## src/hw/dmem_xact_pkg.sv

```systemverilog
// Transaction types of the data-memory port. One outstanding request at a time, four threads
package dmem_xact_pkg;

    typedef enum logic {
        op_read,
        op_write
    } req_op_e;

    // Request as presented by the core
    typedef struct packed {
        logic [31:0] addr;
        logic [3:0]  byteena;
        logic [3:0]  thread;
        logic [31:0] pc;
        logic [31:0] wdata;
        req_op_e     op;
    } dmem_req_t;

    typedef enum logic [2:0] {
        cmd_mem_rd,
        cmd_mem_wr,
        cmd_cr_rd,
        cmd_cr_wr,
        cmd_drop
    } dmem_cmd_e;

    // Decoded command, one target only
    typedef struct packed {
        dmem_cmd_e   op;
        logic [9:0]  word;
        logic [7:0]  cr_offset;
        logic [3:0]  byteena;
        logic [31:0] wdata;
        logic [1:0]  thread_id;
        logic [31:0] pc;
    } dmem_cmd_t;

    typedef struct packed {
        logic        valid;
        logic [31:0] rdata;
    } dmem_rsp_t;

    // Per-thread status bits towards the fetch logic
    typedef struct packed {
        logic [3:0] pc_en;
        logic [3:0] pc_rst;
    } core_cr_t;

    typedef enum logic {
        hs_idle,
        hs_busy
    } hs_state_e;

endpackage

```

## src/hw/dmem_map_pkg.sv

```systemverilog
// Address map of one core. Core id 0 always aliases the local core and region values 2 and 3 are unmapped
package dmem_map_pkg;

    // ====================
    // Address fields
    // ====================
    localparam int core_id_msb = 31;
    localparam int core_id_lsb = 24;
    localparam int region_msb  = 23;
    localparam int region_lsb  = 22;

    localparam logic [1:0] d_mem_region = 2'd0;
    localparam logic [1:0] cr_region    = 2'd1;

    // 4 KB data memory, 256 bytes of control space
    localparam int msb_d_mem = 11;
    localparam int msb_cr    = 7;

    // ====================
    // Reset map
    // ====================
    localparam logic [31:0] shared_base      = 32'h0040_0f00;
    // Thread n starts at stack_reset_base + n * stack_reset_step
    localparam logic [31:0] stack_reset_base = 32'h0040_0200;
    localparam logic [31:0] stack_reset_step = 32'h0000_0200;

    // Control register byte offsets
    typedef enum logic [7:0] {
        cr_thread_id          = 8'h00,
        cr_core_id            = 8'h04,
        cr_stack_base         = 8'h08,
        cr_tls_base           = 8'h0c,
        cr_shared_base        = 8'h10,
        cr_d_mem_msb          = 8'h14,
        cr_thread0_pc         = 8'h20,
        cr_thread1_pc         = 8'h24,
        cr_thread2_pc         = 8'h28,
        cr_thread3_pc         = 8'h2c,
        cr_thread0_pc_en      = 8'h40,
        cr_thread1_pc_en      = 8'h44,
        cr_thread2_pc_en      = 8'h48,
        cr_thread3_pc_en      = 8'h4c,
        cr_thread0_pc_rst     = 8'h50,
        cr_thread1_pc_rst     = 8'h54,
        cr_thread2_pc_rst     = 8'h58,
        cr_thread3_pc_rst     = 8'h5c,
        cr_thread0_stack_base = 8'h60,
        cr_thread1_stack_base = 8'h64,
        cr_thread2_stack_base = 8'h68,
        cr_thread3_stack_base = 8'h6c,
        cr_thread0_tls_base   = 8'h70,
        cr_thread1_tls_base   = 8'h74,
        cr_thread2_tls_base   = 8'h78,
        cr_thread3_tls_base   = 8'h7c
    } cr_addr_e;

endpackage
```

## src/hw/dmem_decode.sv

```systemverilog
// Accepts one request per four-phase handshake. A thread mask that is not one-hot is taken as thread 3
`timescale 1ns/1ps

module dmem_decode (
    input  logic                     clock,
    input  logic                     reset,
    input  logic                     req,
    input  dmem_xact_pkg::dmem_req_t req_data,
    input  logic [7:0]               core_id,
    output logic                     fire,
    output dmem_xact_pkg::dmem_cmd_t cmd
);
    import dmem_map_pkg::*;
    import dmem_xact_pkg::*;

    hs_state_e  state;
    logic       local_core;
    logic [1:0] region;

    // ====================
    // Handshake FSM
    // ====================
    always_ff @(posedge clock) begin
        if (reset) begin
            state <= hs_idle;
        end else begin
            case (state)
                hs_idle: if (req) state <= hs_busy;
                hs_busy: if (!req) state <= hs_idle;
            endcase
        end
    end

    // Single pulse, only the idle cycle that sees req
    assign fire = (state == hs_idle) && req;

    // ====================
    // Address and thread decode
    // ====================
    always_comb begin
        local_core = (req_data.addr[core_id_msb:core_id_lsb] == 8'h00) ||
                     (req_data.addr[core_id_msb:core_id_lsb] == core_id);
        region     = req_data.addr[region_msb:region_lsb];

        cmd.op = cmd_drop;
        if (local_core && region == d_mem_region) begin
            cmd.op = (req_data.op == op_write) ? cmd_mem_wr : cmd_mem_rd;
        end else if (local_core && region == cr_region) begin
            cmd.op = (req_data.op == op_write) ? cmd_cr_wr : cmd_cr_rd;
        end

        cmd.word      = req_data.addr[msb_d_mem:2];
        cmd.cr_offset = req_data.addr[msb_cr:0];
        cmd.byteena   = req_data.byteena;
        cmd.wdata     = req_data.wdata;
        cmd.pc        = req_data.pc;

        case (req_data.thread)
            4'b0001: cmd.thread_id = 2'd0;
            4'b0010: cmd.thread_id = 2'd1;
            4'b0100: cmd.thread_id = 2'd2;
            default: cmd.thread_id = 2'd3;
        endcase
    end

endmodule

```

## config.mk

```make
export PLATFORM = sky130hd
export DESIGN_NAME = dmem_decode
export DESIGN_NICKNAME = d
export VERILOG_FILES = /design/src/hw/dmem_xact_pkg.sv /design/src/hw/dmem_map_pkg.sv /design/src/hw/dmem_decode.sv
export SDC_FILE = /design/constraint.sdc
export NUM_CORES = 1
export LEC_CHECK = 0
export BUFFER_PORTS_ARGS = -buffer_cell sky130_fd_sc_hd__buf_4
export CAP_MARGIN = 20
export CORE_AREA = 3 3 79 81
export DETAILED_ROUTE_END_ITERATION = 7
export DIE_AREA = 0 0 82 84
export RECOVER_POWER = 50
export SLEW_MARGIN = 20
export SYNTH_ARGS = -nofsm -noshare
export SYNTH_HDL_FRONTEND = slang
export SYNTH_SLANG_ARGS = --single-unit
```

## constraint.sdc

```tcl
create_clock -name clock -period 0.8 [get_ports clock]
set_input_delay 0.04 -clock clock [delete_from_list [all_inputs] [get_ports clock]]
set_output_delay 0.04 -clock clock [all_outputs]
set_load 0.01 [all_outputs]
```

### Word level (Yosys, flattened, before mapping)

Cells that the tools add are included.

* equality and inequality tests: 5
* bitwise operators: 1
* reduce and logical (&&, ||, !) cells: 6
* muxes and demuxes: 6

Operators by type and width (count)
* $eq 8x8->1: 1
* $logic_not 8->1: 1
* $mux 3: 2
* $pmux 2 s3: 1
* $eq 4x1->1 const B: 1
* $eq 4x2->1 const B: 1
* $eq 4x3->1 const B: 1
* $logic_and 1x1->1: 3
* $mux 1: 3
* $eq 2x1->1 const B: 1
* $logic_not 2->1: 1
* $logic_or 1x1->1: 1
* $not 1->1: 1

* logic and storage cells: 19
* register bits after elaboration: 1
* input port bits: 116
* output and inout bits: 92

### Depth between registers and ports, before layout

Gate-level depths: netlist of run 1.

* depth in word-level cells: 5
* gate-level depth with buffers: 4
* mapped depth without buffers: 4

### Least setup slack after synthesis of run 1

OpenSTA, ideal clock, no wires.

* kind: input to output
* from: input port req_data[103] (netlist name)
* to: output port cmd[88] (netlist name)
* cell stages on the path: 4
* path slack: -0.146 ns
* data required time: 0.760 ns
* path buffers: 0
* arrival: 0.906 ns
* cells stage by stage: xor2_1 > nor4_1 > a22oi_1 > nor3b_1

RTL lines
* start: declaration: line dmem_decode.sv:8 `input dmem_xact_pkg::dmem_req_t req_data,`
* end: declaration: line dmem_decode.sv:11 `output dmem_xact_pkg::dmem_cmd_t cmd`

==> flow_summary.json, run 1 <==
{
  "status": "complete, but fails checks",
  "violations": "setup timing",
  "nets": 173,
  "syn_avg_cell_area_sq_um": 7.633,
  "antenna_found_initial": 0,
  "post-route-drc-count": 0,
  "cp_cell_sequence": "buf_4 > xor2_1 > nor4_2 > a22oi_2 > or2_1 > buf_6",
  "top_regs": "state (1)",
  "final_common_cell": "buf_4",
  "grt_usage_pct": 4.818,
  "coreArea_sq_um": 5540,
  "critical_path_class": "in2out",
  "whs_ps": 80.00,
  "drv_slew": 0,
  "mostFrequentLayoutCells": "buf_4 (25), buf_6 (7), xor2_1 (5)",
  "ctsHoldBuffers": 0,
  "die_h_um": 84,
  "grt_overflow_total": 0,
  "period_share_pct": 149.3,
  "wl_um": 2023,
  "cts_setup_buffers": 0,
  "max_stage_delay_ps": 310,
  "via_per_inst": 3.244,
  "end_kind": "primary output",
  "largest_reg_flops": 1,
  "relSlewSlack_pct": 71.99,
  "grt_max_degree": 4,
  "drtIter0Drc": 0,
  "worstPathArrival_ps": 1150,
  "dp_hpwl_um": 1645,
  "die_x_um": 82,
  "antenna_left": 0,
  "io_buffer_count": 31,
  "startpoint_type": "input port",
  "p_leak_nw": 0.2292,
  "grt_pass1_wl_um": 2463,
  "hold_viol": 0,
  "worst_slack_ps": -394.6,
  "drive_gt1_share_pct": 72.73,
  "synth-seq-cells": 1,
  "total_power_mw": 0.2779,
  "ys_types": 10,
  "drtPass1Iterations": 1,
  "cp.required_ps": 760,
  "netlist_area_sq_um": 832.0,
  "dieArea_sq_um": 6888,
  "syn_inst": 109,
  "final_core_util_pct": 10.70,
  "tightest_slew_ps": 416.4,
  "syn_to_final_growth_pct": -28.72,
  "diodes": 0,
  "dp_slack_ps": -405.6,
  "gp_congestion": 0.5100,
  "critPathSlowestCell": "nor4_2",
  "largest-register": "state",
  "setup_viol": 3,
  "syn-num-nets": 225,
  "ioPinCount": 208,
  "initial_utilization_pct": 15.02,
  "period_needed_ps": 1195,
  "maxCapViolations": 0,
  "grt_setup_unrepaired": "true",
  "fmax_mhz": 837.1,
  "path_max_fanout": 3,
  "wire_per_inst_um": 15.93,
  "vias": 412,
  "irDropWorstVdd_uv": 98.01,
  "synth-seq-area-share_pct": 2.406,
  "final.setup.tns_ps": -1088,
  "power_density_nw_per_um2": 468.6,
  "yosys_warnings": 0,
  "grt_pass1_vias": 476,
  "rows": 27,
  "hold_class": "in2out"
}
-- synthesized netlist by cell type --
library cell  count  area (sq um)
buf_4            86         645.6
xor2_1            8         70.07
nor4_1            4         25.02
nor2b_1           2         12.51
nor3b_1           2         15.01
or3_1             2         12.51
xnor2_1           2         17.52
a22oi_1           1         7.510
dfxtp_1           1         20.02
or2_1             1         6.260
-- worst paths after layout --
| kind | to | cells after the start | start |
|---|---|---|---|
| min | cmd[39] | 0 | req_data[6] |
| max | cmd[90] | 6 | core_id[4] |
-- what timing repair did --
action / 4_1_cts / 5_1_grt
resized for setup: 7 / 6
setup endpoints to repair: 3 / 4
pin swaps: 6 / 4
-- cell type report --
| cell class | instances | area, sq um |
|---|---|---|
| fillers | 647 | 4947 |
| repair buffers | 32 | 266.5 |
| multi-input cells | 22 | 216.5 |
| well taps | 72 | 90.09 |
| flip-flops and latches | 1 | 20.02 |
-- per-stage QoR --
stage	instances	area (sq um)
final	127	593.1
after global routing	127	593.1
after CTS	127	563.0
after detailed placement	127	526.8
after global placement	127	526.8
after floorplan	109	842.1
-- kinds of logic after synthesis --
group | count (synthesis) | share of synthesized area (%)
AO/OA/AOI/OAI | 1 | 0.9026
XOR/XNOR | 10 | 10.53
buffers and inverters | 86 | 77.59
flip-flops | 1 | 2.406
AND/OR/NAND/NOR | 11 | 8.570
-- critical path, delay by kind of cell --
family,cells,cell delay [ps]
buf+inv,2,230
compound gates,1,160
xor+xnor,1,160
simple gates,2,560
-- per-layer routing --
metal	global-route usage [%]	part of all wire, %
met5	0	0
met1	1.924	17
met3	2.700	21
met4	9.517	20
met2	7.715	41
-- report_power, final --
part | switching, mW | internal (mW)
Sequential | 0.000618 | 0.0536
Combinational | 0.0814 | 0.142
Clock | 0 | 0
Total | 0.0821 | 0.196
Power figures use the tool's default switching activity.
==> run 2, diff against run 1 <==
Settings changed: CELL_PAD_IN_SITES_DETAIL_PLACEMENT set to 0, CELL_PAD_IN_SITES_GLOBAL_PLACEMENT set to 1, CORE_AREA 3 3 79 81 to not set, CORE_MARGIN set to 3, CORE_UTILIZATION set to 10, DIE_AREA 0 0 82 84 to not set, PLACE_DENSITY_LB_ADDON set to 0.1.
==> flow_summary.json, run 2 (synthesis gave the netlist of run 1 again) <==
{
  "status": "complete, but fails checks",
  "violations": "setup timing",
  "grt_pass1_wl_um": 2346,
  "crit_top_cell": "buf_6",
  "cp.required_ps": 760,
  "tightest_slew_ps": 305.7,
  "crit_buf_inv": 2,
  "mostFrequentLayoutCells": "buf_4 (25), buf_6 (8), xor2_2 (4), xor2_1 (4), nor4_2 (3)",
  "top_regs": "state (1)",
  "power_density_nw_per_um2": 442.0,
  "fmax_mhz": 858.6,
  "hold_viol": 0,
  "dieArea_sq_um": 9451,
  "hold_start": "req_data[45]",
  "total_power_mw": 0.2898,
  "dp_slack_ps": -436.5,
  "critical-path-top-delay-family": "simple AND/OR/NAND/NOR gates",
  "ctsHoldBuffers": 0,
  "rows": 32,
  "p_leak_nw": 0.2370,
  "initial_utilization_pct": 10.55,
  "whs_endpoint": "cmd[12]",
  "antenna_left": 0,
  "vias": 381,
  "io_buffer_count": 31,
  "irDropWorstVdd_uv": 85.61,
  "drtPass1Iterations": 2,
  "drtIter0Drc": 1,
  "critical_path_class": "in2out",
  "grt_max_degree": 4,
  "syn_to_final_growth_pct": -21.20,
  "end_kind": "primary output",
  "cts_setup_buffers": 0,
  "path_max_fanout": 3,
  "diodes": 0,
  "drv_slew": 0,
  "maxCapViolations": 0,
  "die_x_um": 97.22,
  "hold_class": "in2out",
  "post-route-drc-count": 0,
  "largest-register": "state",
  "final_common_cell": "buf_4",
  "startpoint_type": "input port",
  "gp_congestion": 0.5917,
  "period_share_pct": 145.6,
  "drive_gt1_share_pct": 76.79,
  "coreArea_sq_um": 7888,
  "grt_overflow_total": 0,
  "nets": 174,
  "dp_hpwl_um": 1429,
  "min_path_cells": 0,
  "placed_cells": 158,
  "via_per_inst": 2.411,
  "largest_reg_flops": 1,
  "die_h_um": 97.22,
  "cp_cell_sequence": "buf_6 > xor2_2 > nor4_2 > a22oi_2 > or2_1 > buf_6",
  "grt_usage_pct": 2.931,
  "fin_cells": 158,
  "period_needed_ps": 1165,
  "wire_per_inst_um": 10.09,
  "ioPinCount": 208,
  "antenna_found_initial": 0,
  "grt_setup_unrepaired": "true",
  "fillerInstances": 912,
  "worst_slack_ps": -364.7,
  "worstPathArrival_ps": 1120,
  "setup_viol": 3,
  "max_stage_delay_ps": 300,
  "relSlewSlack_pct": 79.43,
  "grt_pass1_vias": 468,
  "wl_um": 1594,
  "critPathSlowestCell": "nor4_2"
}
==> run 2: timing repair <==
item / CTS / global route
setup endpoints to repair: 3 / 4
pin swaps: 7 / 8
resized for setup: 9 / 7
==> run 2: final cells by class <==
type	count	area [sq um]	share of cell area (%)
timing repair buffer	33	277.8	42.37
sequential	1	20.02	3.053
tap	102	127.6	19.47
multi-input combinational	22	230.2	35.11
==> run 2: per-stage QoR <==
stage | hold WS, ps | util, % | TNS (ps) | instance area [sq um]
5_1_grt | 80.01 | 8.312 | -1232 | 655.6
3_5_place_dp | 80.07 | 7.249 | -1182 | 571.8
3_3_place_gp | 80.07 | 7.249 | -1327 | 571.8
2_1_floorplan | 111.6 | - | -247.7 | 842.1
4_1_cts | 80.07 | 7.852 | -1069 | 619.3
6_report | 80.00 | 8.312 | -1026 | 655.6
==> run 2: per-layer routing <==
metal	share of wire [%]	GRT usage [%]	up-vias	routed length [um]
met5	0	0	-	0
met4	8.4	2.769	0	134
met3	23	2.441	20	372
met2	50	5.096	59	799
met1	18	1.764	157	288
li1	-	-	145	-
==> run 2: power breakdown <==
part | leakage [nW] | internal, mW | switching (mW)
registers | 0.00834 | 0.0536 | 0.000591
logic | 0.229 | 0.149 | 0.0863
clock network | 0 | 0 | 0
==> run 2: how the worst max path moves through the flow <==
stage	from	end	cells past startpoint
2_1_floorplan	req_data[104]	cmd[90]	4
3_3_place_gp	req_data[104]	cmd[90]	6
3_5_place_dp	req_data[103]	cmd[90]	6
4_1_cts	core_id[0]	cmd[90]	6
5_1_grt	core_id[0]	cmd[90]	6
6_report	core_id[2]	cmd[90]	6
==> run 3, diff against run 2 <==
Settings changed: PLACE_DENSITY_LB_ADDON 0.1 to 0.25.
==> flow_summary.json, run 3 (synthesis gave the netlist of run 1 again) <==
{
  "status": "complete, but fails checks",
  "violations": "setup timing",
  "die_x_um": 97.22,
  "syn_to_final_growth_pct": -26.02,
  "relSlewSlack_pct": 73.91,
  "via_per_inst": 2.395,
  "ioPinCount": 208,
  "drv_slew": 0,
  "placed_cells": 157,
  "io_buffer_count": 31,
  "cp.required_ps": 760,
  "irDropWorstVdd_uv": 87.30,
  "drtIter0Drc": 2,
  "ctsHoldBuffers": 0,
  "power_density_nw_per_um2": 434.7,
  "antenna_found_initial": 0,
  "final_common_cell": "buf_4",
  "worstPathArrival_ps": 1150,
  "dp_slack_ps": -524.9,
  "period_needed_ps": 1195,
  "top_regs": "state (1)",
  "wire_per_inst_um": 10.43,
  "die_h_um": 97.22,
  "hold_class": "in2out",
  "p_leak_nw": 0.2254,
  "final.setup.tns_ps": -1078,
  "drtPass1Iterations": 2,
  "rows": 32,
  "grt_pass1_wl_um": 2201,
  "placedInstanceArea_sq_um": 564.3,
  "grt_setup_unrepaired": "true",
  "dp_hpwl_um": 1465,
  "stdcell_area_sq_um": 615.6,
  "setup_viol": 3,
  "wl_um": 1637,
  "grt_usage_pct": 2.900,
  "dieArea_sq_um": 9451,
  "critical_path_class": "in2out",
  "gp_congestion": 0.6550,
  "largest-register": "state",
  "fmax_mhz": 837.1,
  "coreArea_sq_um": 7888,
  "grt_max_degree": 4,
  "grt_overflow_total": 0,
  "grt_pass1_vias": 460,
  "post-route-drc-count": 0,
  "vias": 376,
  "antenna_left": 0,
  "tightest_slew_ps": 387.8,
  "diodes": 0,
  "nets": 173,
  "worst_slack_ps": -394.5,
  "hold_viol": 0,
  "period_share_pct": 149.3,
  "maxCapViolations": 0,
  "initial_utilization_pct": 10.55,
  "drive_gt1_share_pct": 70.91,
  "largest_reg_flops": 1,
  "path_max_fanout": 3,
  "fin_cells": 157,
  "end_kind": "primary output",
  "mostFrequentLayoutCells": "buf_4 (27), xor2_1 (6), buf_6 (5)",
  "startpoint_type": "input port",
  "cts_setup_buffers": 0
}
==> run 3: cell count changes in the layout (fill, tap and decap cells not counted), sizes merged <==
cell  delta
buf      -1
==> run 3: path summary, 6_finish.rpt <==
| kind | slack (ps) | endpoint | cells past startpoint | startpoint |
|---|---|---|---|---|
| worst max-delay path | -390 | cmd[90] | 6 | core_id[7] |
| worst min-delay path | 80 | cmd[13] | 0 | req_data[46] |
==> run 3: through the flow <==
step	hold slack, ps	power (mW)	utilization (%)
after floorplan	111.6	0.5508	-
after global placement	80.07	0.2416	7.154
after detailed placement	80.07	0.2465	7.154
after CTS	80.07	0.2660	7.614
after global routing	80.01	0.2870	7.805
final	80.00	0.2676	7.805
==> run 3: power breakdown <==
| group | leakage (nW) | switching [mW] | total, mW | internal [mW] |
|---|---|---|---|---|
| clock network | 0 | 0 | 0 | 0 |
| registers | 0.00834 | 0.000645 | 0.0542 | 0.0536 |
| logic | 0.217 | 0.0762 | 0.213 | 0.137 |
==> run 3: routing by layer <==
layer / track usage, % / up-vias / share of wire (%)
met5: 0 / - / 0
met4: 3.940 / 0 / 11
met3: 1.364 / 34 / 17
met2: 5.732 / 43 / 56
met1: 1.333 / 154 / 15
li1: - / 145 / -
==> run 3: layout make-up <==
cell class	count	area, sq um
fillers	908	7272
well taps	102	127.6
multi-input cells	22	209.0
flip-flops and latches	1	20.02
repair buffers	32	259.0
==> run 3: worst max-delay path, cell delays in order <==
cell	delay, ps
buf_6	100
xor2_2	160
nor4_2	310
a22oi_2	160
or2_1	250
buf_6	120
==> run 3: what timing repair did <==
item / in CTS / in global routing
endpoints found under the setup margin: 4 / 4
pin swaps: 4 / 4
resized for setup: 7 / 3
