===== config.mk =====
export PLATFORM = sky130hd
export DESIGN_NAME = dmem_result
export DESIGN_NICKNAME = d
export VERILOG_FILES = /design/src/hw/dmem_xact_pkg.sv /design/src/hw/dmem_result.sv
export SDC_FILE = /design/constraint.sdc
export NUM_CORES = 1
export LEC_CHECK = 0
export ABC_AREA = 1
export ABC_CLOCK_PERIOD_IN_PS = 800
export BUFFER_PORTS_ARGS = -buffer_cell sky130_fd_sc_hd__buf_2
export CAP_MARGIN = 0
export CORE_UTILIZATION = 39
export CTS_CLUSTER_DIAMETER = 150
export CTS_CLUSTER_SIZE = 10
export DETAILED_ROUTE_END_ITERATION = 6
export GPL_ROUTABILITY_DRIVEN = 0
export PLACE_DENSITY = 0.78
export SETUP_SLACK_MARGIN = 0.05
export SYNTH_ARGS = -nofsm -noshare
export SYNTH_HDL_FRONTEND = slang
export SYNTH_SLANG_ARGS = --single-unit
export TNS_END_PERCENT = 5

===== constraint.sdc =====
create_clock -name clock -period 0.8 [get_ports clock]
set_clock_uncertainty 0.1 [all_clocks]
set_input_delay 0.16 -clock clock [delete_from_list [all_inputs] [get_ports clock]]
set_output_delay 0.16 -clock clock [all_outputs]
set_load 0.1 [all_outputs]

===== src/hw/dmem_xact_pkg.sv =====
// Transaction types of the data-memory port. One outstanding request at a time, four threads
package dmem_xact_pkg;

    typedef enum logic {
        op_read,
        op_write
    } req_op_e;

    // Request as presented by the core
    typedef struct packed {
        logic [31:0] addr;
        logic [3:0]  byteena;
        logic [3:0]  thread;
        logic [31:0] pc;
        logic [31:0] wdata;
        req_op_e     op;
    } dmem_req_t;

    typedef enum logic [2:0] {
        cmd_mem_rd,
        cmd_mem_wr,
        cmd_cr_rd,
        cmd_cr_wr,
        cmd_drop
    } dmem_cmd_e;

    // Decoded command, one target only
    typedef struct packed {
        dmem_cmd_e   op;
        logic [9:0]  word;
        logic [7:0]  cr_offset;
        logic [3:0]  byteena;
        logic [31:0] wdata;
        logic [1:0]  thread_id;
        logic [31:0] pc;
    } dmem_cmd_t;

    typedef struct packed {
        logic        valid;
        logic [31:0] rdata;
    } dmem_rsp_t;

    // Per-thread status bits towards the fetch logic
    typedef struct packed {
        logic [3:0] pc_en;
        logic [3:0] pc_rst;
    } core_cr_t;

    typedef enum logic {
        hs_idle,
        hs_busy
    } hs_state_e;

endpackage


===== src/hw/dmem_result.sv =====
// Ack side of the four-phase handshake. rdata holds until the next response
`timescale 1ns/1ps

module dmem_result (
    input  logic                     clock,
    input  logic                     reset,
    input  logic                     req,
    input  dmem_xact_pkg::dmem_rsp_t rsp,
    output logic                     ack,
    output logic [31:0]              rdata
);

    // Raise on response, drop once req is seen low
    always_ff @(posedge clock) begin
        if (reset) begin
            ack <= 1'b0;
        end else if (rsp.valid) begin
            ack <= 1'b1;
        end else if (!req) begin
            ack <= 1'b0;
        end
    end

    always_ff @(posedge clock) begin
        if (rsp.valid) begin
            rdata <= rsp.rdata;
        end
    end

endmodule


## Yosys cells after proc, flatten, opt, wreduce, memory -nomap -nowiden

Index checks and enable logic that the tools add are counted.

- Logic and storage cells: 5
- Input port bits: 36
- Register bits: 33

- Equal/unequal tests: 1
- Muxes and demuxes: 2

Operators with widths:

| operator | count |
|---|---|
| 2-to-1 mux 1 bit | 2 |
| inequality test 2 x 1 -> 1 bit (second input constant) | 1 |

## Logic depth before layout (Yosys ltp)

Gate-level depths: netlist of the first run.

- Depth in word-level cells: 2
- Mapped depth: 2
- Mapped depth without buffers: 2

## Least setup slack after synthesis of the first run

Ideal clock, no wire load.

- Kind: reg2reg
- From: register, netlist name ack
- To: register ack
- Library setup time: 66 ps
- Buffers on the path: 0
- Period minus slack after synthesis: 1367 ps
- Slack: -567 ps
- Stages on the path, launching flop included: 3
- Arrival time: 1201 ps
- Path through: dfxtp_1 -> nand2_1 -> a21oi_2

RTL lines:

| element | line | text |
|---|---|---|
| end signal, assigned | dmem_result.sv:16 | `ack <= 1'b0;` |
| end signal, assigned | dmem_result.sv:18 | `ack <= 1'b1;` |
| end signal, assigned | dmem_result.sv:20 | `ack <= 1'b0;` |
| end, declared | dmem_result.sv:9 | `output logic ack,` |

## Worst setup path in the final report of the first run

- From: register rdata[12]
- To: output port rdata[12]

RTL lines:

| element | line | text |
|---|---|---|
| start, declared | dmem_result.sv:10 | `output logic [31:0] rdata` |
| start signal, assigned | dmem_result.sv:26 | `rdata <= rsp.rdata;` |

No word-level cell between the ends.

==> results.txt, run 1 <==
status - finished with violations
violated checks - hold timing, setup timing
CP max FO - 1
first-pass GRT wire length - 2970 um
WL/cell - 14.6 um
CP Capture Type - primary output
DRC viols - 0
commonest non-fill, non-tap cell in the layout - buf_2
initial antenna violation count - 0
Tcrit/Tclk final - 153%
initial drt markers - 8
Worst Path Buf+Inv - 1
Root Driver - clkbuf_4
crit-path cells - buf_12
final instance area - 1950 sq um
clk_lat worst skew - 310 ps
Syn Area/Cell - 27.7 sq um
via/cell ratio - 4.42
Worst Setup Start Kind - flop
final hold slack - -111 ps
Cell Area, Synth - 997 sq um
logic gate share of total power - 35.5%
top layer used by detailed routing - met4
final setup violation count - 33
DP HPWL - 1540 um
area post-placement - 1900 sq um
delay-heaviest family, CP - flip-flops
Critical Path AT - 970 ps
GR Overflow Total - 0
Hold Vio Cnt, Final - 33
maxcap violations - 0
Final Max Tran Viols - 0
min-delay src - reset
minimum clock period - 1230 ps
most frequent cells in the layout - buf_2 (35), buf_12 (34), edfxtp_1 (32)
WL met3 - 284 um
Net Sw Power - 0.00168 W
yosys warns - 0
Fmax - 0.815 GHz
1st-pass router iterations - 3
vias in the first global route - 649
launch point of the worst path - rdata[12]$_DFFE_PP_
Unique masters post-synth - 5
Net count, final - 149
Core Area - 2320 sq um
Cell Int Power - 0.00293 W
leakage dissipation - 0.822 nW
CTS tree - yes
gr usage total - 17.2%
CP max-delay cell - edfxtp_1
sw frac - 36.5%
Post CTS Setup Buffer Count - 0
PortBufs - 68
Power Density - 2360 nW/um^2
cells after synthesis - 36
largest net degree at the start of global routing - 27
part of the power in the clock network - 17.7%
row count - 17
critical path class - reg2out
Seq pwr share - 46.8%
RR Startpoint - ack$_SDFFE_PP0P_
clock buffer depth - 2
wire length on met1 - 585 um
CP required - 540 ps
via count - 628
Yosys reg bits - 33
final wirelength - 2080 um
DP Cell Count - 134
cts bufs inserted - 5
post-route insts no fill - 142
routed length on met2 - 1200 um
Worst VDD drop - 0.00197 V
clock transition at the registers of the reported paths - 110 ps
CP max stage delay - 450 ps
Hold Path Class - in2reg
area grow syn2layout - 95.5%
Die Area - 2760 sq um
fillers - 111
IO Count - 69
CTS HTree Levels - 2
starting density of the core - 43.0%
die width - 52.6 um
post-synthesis sequential area ratio - 98.4%
Synth area leader - edfxtp_1
Sink Count - 33
Slew headroom - 90.5%
worst slew pin tran - 143 ps
share of layout cells above drive strength 1 - 68.4%
RSZ-0062 raised after global routing - yes
setup ws final - -427 ps
Die Ht - 52.6 um
Syn Nets - 72
top post-synthesis cells by area - edfxtp_1 (96%), dfxtp_1 (2.0%), a21oi_2 (0.88%), inv_1 (0.38%), nand2_1 (0.38%)
n_diodes - 0
post-route ant nets - 0
Synth top area share - 96.4%
## flip-flops by register name, indices dropped and copies added (netlist names)
name   flops
rdata     32
ack        1
## path summary, 6_finish.rpt
check,endpoint,slack (ps),cells past startpoint
setup / recovery,rdata[12],-430,1
setup reg to reg,ack$_SDFFE_PP0P_,70,2
hold / removal,ack$_SDFFE_PP0P_,-110,2
hold reg to reg,ack$_SDFFE_PP0P_,430,2
## routing by layer
layer  track usage, %  vias to the layer above
met5                0                        -
met4             3.95                        0
met3             10.4                        2
met2             33.8                       52
met1             13.6                      278
li1                 -                      296
## logic make-up after synthesis
| kind of cell | Yosys count | synth area share, % |
|---|---|---|
| DFF | 33 | 98.4 |
| and+or+nand+nor | 1 | 0.376 |
| AOI/OAI and AO/OA | 1 | 0.878 |
| buffers and inverters | 1 | 0.376 |
## layout make-up
class	instances	area [sq um]	share of cell area [%]
repair buffers	70	863	44.3
inverters	1	3.75	0.193
multi-input cells	2	12.5	0.642
well taps	28	35.0	1.80
flip-flops and latches	33	985	50.5
clock buffers	5	37.5	1.93
clock inverters	3	12.5	0.642
## timing repair
item                                    4_1_cts  5_1_grt
endpoints found under the hold margin        33       33
endpoints found under the setup margin       33       34
gates cloned                                  0        0
resized for setup                             0        1
pin swaps                                     0        1
## power groups by stage
stage	Clock [W]	Combinational [W]	Sequential (W)
6_report	0.000816	0.00163	0.00216
5_1_grt	0.000902	0.00167	0.00217
4_1_cts	0.000838	0.00164	0.00217
3_5_place_dp	0	0.00164	0.00220
3_3_place_gp	0	0.00163	0.00219
2_1_floorplan	0	0.00000497	0.00310
## metrics by stage
step	hold slack, ps	utilization [%]	TNS (ps)	setup slack (ps)	power (W)
2_1_floorplan	115	-	-11990	-364	0.00310
3_3_place_gp	212	81.8	-2680	-51.7	0.00382
3_5_place_dp	216	81.8	-3200	-68.6	0.00384
4_1_cts	-119	84.0	-13240	-456	0.00465
5_1_grt	-126	84.1	-13990	-472	0.00474
6_report	-111	84.1	-12720	-427	0.00461
## synthesized netlist by cell type (all sizes together)
cell,count
edfxtp,32
a21oi,1
dfxtp,1
inv,1
nand2,1
Note: power is estimated with default switching activity, not from simulation.
==> run 2, diff against run 1 <==
--- a/config.mk
+++ b/config.mk
@@ -5,7 +5,6 @@
 export SDC_FILE = /design/constraint.sdc
 export NUM_CORES = 1
 export LEC_CHECK = 0
-export ABC_AREA = 1
 export ABC_CLOCK_PERIOD_IN_PS = 800
 export BUFFER_PORTS_ARGS = -buffer_cell sky130_fd_sc_hd__buf_2
 export CAP_MARGIN = 0
@@ -14,7 +13,7 @@
 export CTS_CLUSTER_SIZE = 10
 export DETAILED_ROUTE_END_ITERATION = 6
 export GPL_ROUTABILITY_DRIVEN = 0
-export PLACE_DENSITY = 0.78
+export PLACE_DENSITY = 0.79
 export SETUP_SLACK_MARGIN = 0.05
 export SYNTH_ARGS = -nofsm -noshare
 export SYNTH_HDL_FRONTEND = slang
==> run 2 against run 1 <==
  * The flow still finishes with violations (hold timing, setup timing)
  * Synthesized area fell by 0.75%
  * Clock-buffer cell count did not move
  * Utilization rose by 1.3 points
  * Combinational power barely moved
  * Largest power group unchanged
==> results.txt, run 2 <==
Yosys reg bits - 33 (unchanged)
delay-heaviest family, CP - flip-flops
DRC viols - 0 (unchanged)
Critical Path AT - 960 ps (about the same)
Hold Vio Cnt, Final - 33 (unchanged)
Reg2Reg Setup Slack - 80 ps (about the same)
logic gate share of total power - 35.6% (about the same)
row count - 17 (unchanged)
cts bufs inserted - 5 (unchanged)
initial drt markers - 13 (+5)
Hold-fix buffers, CTS - 1
min-delay src - rsp[8]
leakage dissipation - 0.826 nW (+0.45%)
n_diodes - 0 (unchanged)
final instance area - 1960 sq um (+0.64%)
Final Max Tran Viols - 0 (unchanged)
CP required - 540 ps (about the same)
fillers - 110 (-0.90%)
IO Count - 69 (unchanged)
Cell Int Power - 0.00294 W (+0.34%)
post-route ant nets - 0 (unchanged)
Seq pwr share - 46.8% (about the same)
Hold Crit Endpoint - rdata[8]$_DFFE_PP_
RSZ-0062 raised after global routing - yes
status - finished with violations
max FFs per register - 32 (unchanged)
Worst Path Buf+Inv - 1 (unchanged)
ys flop type - edfxtp_1
Synth top area share - 97.1% (+0.73 points)
Largest Register - rdata
area post-placement - 1900 sq um (+0.26%)
largest net degree at the start of global routing - 22 (-19%)
Hold Crit Depth - 1 (-1)
Root Driver - clkbuf_4
starting density of the core - 43.1% (+0.071 points)
Net count, final - 149 (unchanged)
Power Density - 2350 nW/um^2 (-0.45%)
top flop regs - rdata x32, ack x1
vias in the first global route - 594 (-8.5%)
Worst Setup Start Kind - flop
WL/cell - 16.0 um (+9.6%)
most frequent cells in the layout - buf_2 (35), buf_12 (35), edfxtp_1 (32)
setup ws final - -418 ps (+9.21 ps)
most instantiated cells after synthesis - edfxtp_1 (32), a21oi_1 (1), dfxtp_1 (1), nor2_1 (1)
CTS HTree Levels - 2 (unchanged)
Post-synth EDFFs - 32 (unchanged)
maxcap violations - 0 (unchanged)
Die Area - 2740 sq um (-0.72%)
Die Ht - 52.4 um (-0.36%)
CTS tree - yes
CP max-delay cell - edfxtp_1
Syn Area/Cell - 28.3 sq um (+2.1%)
sw frac - 36.4% (-0.097 points)
Synth area leader - edfxtp_1
final setup violation count - 33 (unchanged)
1st-pass router iterations - 4 (+1)
cells after synthesis - 35 (-2.8%)
Reg2Reg Depth - 2 (unchanged)
crit-path cells - buf_12
CP Capture Type - primary output
Setup Slack @ Placement - -83.5 ps (-14.8 ps)
final hold slack - -91.6 ps (+19.3 ps)
Syn Nets - 71 (-1.4%)
PortBufs - 68 (unchanged)
top post-synthesis cells by area - edfxtp_1 (97%), dfxtp_1 (2.0%), a21oi_1 (0.51%), nor2_1 (0.38%)
Core Area - 2300 sq um (-0.92%)
initial antenna violation count - 0 (unchanged)
first-pass GRT wire length - 3230 um (+8.8%)
Cell Area, Synth - 990 sq um (-0.75%)
minimum clock period - 1220 ps (-9.21 ps)
post-synthesis sequential area ratio - 99.1% (+0.75 points)
yosys warns - 0 (unchanged)
CP max stage delay - 440 ps (about the same)
final wirelength - 2280 um (+9.6%)
gr usage total - 18.3% (+1.1 points)
RR Startpoint - ack$_SDFFE_PP0P_
CP max FO - 1 (unchanged)
critical path class - reg2out
setup TNS - -12900 ps (-188 ps)
Async SR Flop Fraction - 0% (unchanged)
violated checks - hold timing, setup timing
Hold Path Class - in2reg
Fmax - 0.821 GHz (+0.76%)
part of the power in the clock network - 17.6% (about the same)
cells resized by post-CTS repair - 0 (unchanged)
die width - 52.4 um (-0.36%)
Worst VDD drop - 0.00207 V (+4.9%)
via count - 640 (+1.9%)
GR Overflow Total - 0 (unchanged)
worst slew pin tran - 144 ps (+1.30 ps)
clock buffer depth - 2 (unchanged)
area grow syn2layout - 98.2%
Slew headroom - 90.4% (about the same)
Sink Count - 33 (unchanged)
r2r endpoint - ack$_SDFFE_PP0P_
clk_lat worst skew - 310 ps (about the same)
Unique masters post-synth - 4 (-1)
Net Sw Power - 0.00168 W (about the same)
Tcrit/Tclk final - 152% (-1.2 points)
via/cell ratio - 4.51 (+1.9%)
top-count cell post-synth - edfxtp_1
clock transition at the registers of the reported paths - 90 ps (-20 ps)
share of layout cells above drive strength 1 - 67.5% (-0.88 points)
-- run 2: changes by cell type after synthesis --
cell	previous run	this run
nor2_1	0	1
nand2_1	1	0
a21oi_1	0	1
inv_1	1	0
a21oi_2	1	0
-- run 2: power by group through the flow --
stage	registers [W]	clock network [W]	logic (W)
floorplan	0.00310	0	0.00000278
global placement	0.00219	0	0.00163
detailed placement	0.00221	0	0.00165
CTS	0.00217	0.000833	0.00165
global route	0.00218	0.000902	0.00168
finish	0.00216	0.000811	0.00164
-- run 2: logic make-up after synthesis --
family / count (synthesis) / synth area share (%)
AOI/OAI and AO/OA: 1 / 0.505
and+or+nand+nor: 1 / 0.379
DFF: 33 / 99.1
-- run 2: layer usage --
metal	track usage, %	part of all wire (%)
met3	7.25	11
met1	24.7	42
met4	6.58	1.4
met2	26.8	45
met5	0	0
-- run 2: layout make-up --
| class | count | area [sq um] | share of cell area [%] |
|---|---|---|---|
| clock buffers | 5 | 37.5 | 1.91 |
| repair buffers | 71 | 886 | 45.2 |
| clock inverters | 3 | 12.5 | 0.638 |
| well taps | 28 | 35.0 | 1.79 |
| flip-flops and latches | 33 | 982 | 50.1 |
| multi-input cells | 2 | 8.76 | 0.446 |
-- run 2: timing repair --
action,CTS,global route
buffers inserted,0,0
hold endpoints to repair,33,33
cloned,0,0
endpoints found under the setup margin,33,34
-- run 2: per-stage QoR --
stage	total power, W	cells	utilization (%)
3_3_place_gp	0.00382	133	82.8
5_1_grt	0.00475	142	85.4
4_1_cts	0.00465	142	85.4
2_1_floorplan	0.00310	35	-
6_report	0.00462	142	85.4
3_5_place_dp	0.00386	133	82.8
-- run 2: worst max path at each step --
stage	from	endpoint	cells past startpoint
finish	rdata[7]$_DFFE_PP_	rdata[7]	1
global route	rdata[7]$_DFFE_PP_	rdata[7]	1
CTS	rdata[7]$_DFFE_PP_	rdata[7]	1
detailed placement	rsp[32]	rdata[3]$_DFFE_PP_	2
global placement	rsp[32]	rdata[15]$_DFFE_PP_	2
floorplan	rdata[0]$_DFFE_PP_	rdata[0]	0
==> run 3, diff against run 2 <==
--- a/config.mk
+++ b/config.mk
@@ -8,12 +8,13 @@
 export ABC_CLOCK_PERIOD_IN_PS = 800
 export BUFFER_PORTS_ARGS = -buffer_cell sky130_fd_sc_hd__buf_2
 export CAP_MARGIN = 0
-export CORE_UTILIZATION = 39
+export CORE_UTILIZATION = 41
+export CTS_BUF_LIST = sky130_fd_sc_hd__clkbuf_8
 export CTS_CLUSTER_DIAMETER = 150
 export CTS_CLUSTER_SIZE = 10
 export DETAILED_ROUTE_END_ITERATION = 6
 export GPL_ROUTABILITY_DRIVEN = 0
-export PLACE_DENSITY = 0.79
+export PLACE_DENSITY = 0.82
 export SETUP_SLACK_MARGIN = 0.05
 export SYNTH_ARGS = -nofsm -noshare
 export SYNTH_HDL_FRONTEND = slang
==> run 3 against run 2 <==
  * The run still ends with hold timing, setup timing left
  * Hold slack gained 46 ps
  * Via count grew 4.4%
  * Power grew 7.4%
  * Global-route usage grew 5.2 points
  * Clock-buffer cell count is the same
  * Clock power grew 39%
  * Combinational power is essentially flat
  * Sequential power is essentially flat
  * Final cell count shrank 0.70%
  * Sequential share of layout area shrank 0.51 points
  * Critical endpoint is now rdata[22]
  * Largest power group unchanged
==> results.txt, run 3 (synthesis results as in run 2) <==
RR Startpoint - ack$_SDFFE_PP0P_
initial drt markers - 18 (+5)
WP depth - 1 (unchanged)
via/cell ratio - 4.74 (+5.1%)
Sink Count - 33 (unchanged)
Net count, final - 148 (-0.67%)
n_diodes - 0 (unchanged)
Hold Path Class - in2reg
sequential cell area - 982 sq um (unchanged)
starting density of the core - 44.3% (+1.2 points)
clock buffer depth - 2 (unchanged)
final wirelength - 2760 um (+21%)
first-pass GRT wire length - 3830 um (+19%)
IO Count - 69 (unchanged)
area post-placement - 1900 sq um (unchanged)
area grow syn2layout - 100%
row count - 17 (unchanged)
post-route ant nets - 0 (unchanged)
Power Density - 2500 nW/um^2 (+6.3%)
Worst VDD drop - 0.00212 V (+2.6%)
max FFs per register - 32 (unchanged)
clk_lat worst skew - 270 ps (-40 ps)
initial antenna violation count - 0 (unchanged)
worst slew pin tran - 167 ps (+23.3 ps)
r2r endpoint - ack$_SDFFE_PP0P_
clock transition at the registers of the reported paths - 60 ps (-30 ps)
final hold slack - -45.9 ps (+45.7 ps)
top flop regs - rdata x32, ack x1
gr usage total - 23.5% (+5.2 points)
vias in the first global route - 739 (+24%)
status - finished with violations
violated checks - hold timing, setup timing
delay-heaviest family, CP - flip-flops
via count - 668 (+4.4%)
final core occ - 88.7% (+3.3 points)
area of the multi-input gates - 8.76 sq um (unchanged)
DRC viols - 0 (unchanged)
Core Area - 2230 sq um (-2.8%)
CTS HTree Levels - 2 (unchanged)
Die Ht - 51.1 um (-2.4%)
Post CTS Setup Buffer Count - 0 (unchanged)
CP max-delay cell - edfxtp_1
CP Capture Type - primary output
maxcap violations - 0 (unchanged)
RSZ-0062 raised after global routing - yes
Tcrit/Tclk final - 149% (-3.0 points)
WL/cell - 19.6 um (+22%)
Hold Vio Cnt, Final - 33 (unchanged)
Fmax - 0.838 GHz (+2.0%)
CP max stage delay - 450 ps (about the same)
critical path endpoint - rdata[22]
largest net degree at the start of global routing - 20 (-9.1%)
CP required - 540 ps (about the same)
leakage dissipation - 0.843 nW (+2.1%)
Largest Register - rdata
Die Area - 2610 sq um (-4.7%)
CTS tree - yes
Worst Setup Start Kind - flop
setup ws final - -394 ps (+24.3 ps)
cts bufs inserted - 5 (unchanged)
CP max FO - 1 (unchanged)
Reg2Reg Depth - 2 (unchanged)
crit-path cells - buf_12
critical path class - reg2out
Root Driver - clkbuf_8
Critical Path AT - 930 ps (-30 ps)
Final Max Tran Viols - 0 (unchanged)
Slew headroom - 88.9% (-1.6 points)
Worst Path Buf+Inv - 1 (unchanged)
1st-pass router iterations - 4 (unchanged)
share of layout cells above drive strength 1 - 67.3% (-0.29 points)
launch point of the worst path - rdata[22]$_DFFE_PP_
die width - 51.1 um (-2.4%)
PortBufs - 68 (unchanged)
final instance area - 1980 sq um (+1.0%)
final setup violation count - 33 (unchanged)
Reg2Reg Setup Slack - 80 ps (about the same)
most frequent cells in the layout - buf_2 (35), buf_12 (35), edfxtp_1 (32)
GR Overflow Total - 0 (unchanged)
fillers - 84 (-24%)
minimum clock period - 1190 ps (-24.3 ps)
-- run 3: cell types whose count changed in the layout (fill, tap and decap cells not counted) --
cell / delta
clkbuf_4: -5
clkbuf_8: +5
inv_1: +3
clkinv_1: -2
clkinv_2: -1
dlygate4sd3_1: -1
-- run 3: worst min-delay path by stage --
| stage | startpoint | endpoint | slack, ps | depth (start not counted) |
|---|---|---|---|---|
| after floorplan | reset | ack$_SDFFE_PP0P_ | 120 | 1 |
| after global placement | reset | ack$_SDFFE_PP0P_ | 210 | 2 |
| after detailed placement | reset | ack$_SDFFE_PP0P_ | 210 | 2 |
| after CTS | rsp[11] | rdata[11]$_DFFE_PP_ | -60 | 1 |
| after global routing | rsp[24] | rdata[24]$_DFFE_PP_ | -60 | 1 |
| final | reset | ack$_SDFFE_PP0P_ | -50 | 2 |
-- run 3: metrics by stage --
| step | power, W | hold WS [ps] | std cells | setup slack [ps] | TNS [ps] |
|---|---|---|---|---|---|
| 6_report | 0.00496 | -45.9 | 141 | -394 | -11550 |
| 5_1_grt | 0.00507 | -59.3 | 141 | -413 | -12440 |
| 4_1_cts | 0.00500 | -56.5 | 141 | -403 | -11970 |
| 3_5_place_dp | 0.00386 | 211 | 133 | -69.0 | -3500 |
| 3_3_place_gp | 0.00382 | 209 | 133 | -55.3 | -2850 |
| 2_1_floorplan | 0.00310 | 125 | 35 | -364 | -11950 |
-- run 3: cell type report --
cell class	count	share of cell area, %
Multi-Input combinational cell	2	0.442
Sequential cell	33	49.6
Timing Repair Buffer	70	44.2
Tap cell	28	1.77
Clock buffer	5	3.47
Clock inverter	3	0.568
-- run 3: what timing repair did --
action / 4_1_cts / 5_1_grt
hold endpoints to repair: 33 / 33
gates resized for setup: 0 / 0
endpoints found under the setup margin: 33 / 33
cloned: 0 / 0
-- run 3: power breakdown --
group / leakage [nW] / switching, W / internal (W)
logic: 0.470 / 0.00109 / 0.000565
clock network: 0.0519 / 0.000549 / 0.000578
registers: 0.322 / 0.000122 / 0.00206
-- run 3: per-layer routing --
layer  part of all wire (%)  up-vias  GRT usage [%]
li1                       -      293              -
met1                     33      315           21.0
met2                     55       54           41.9
met3                     10        6           13.1
met4                    1.6        0           11.1
met5                      0        -              0
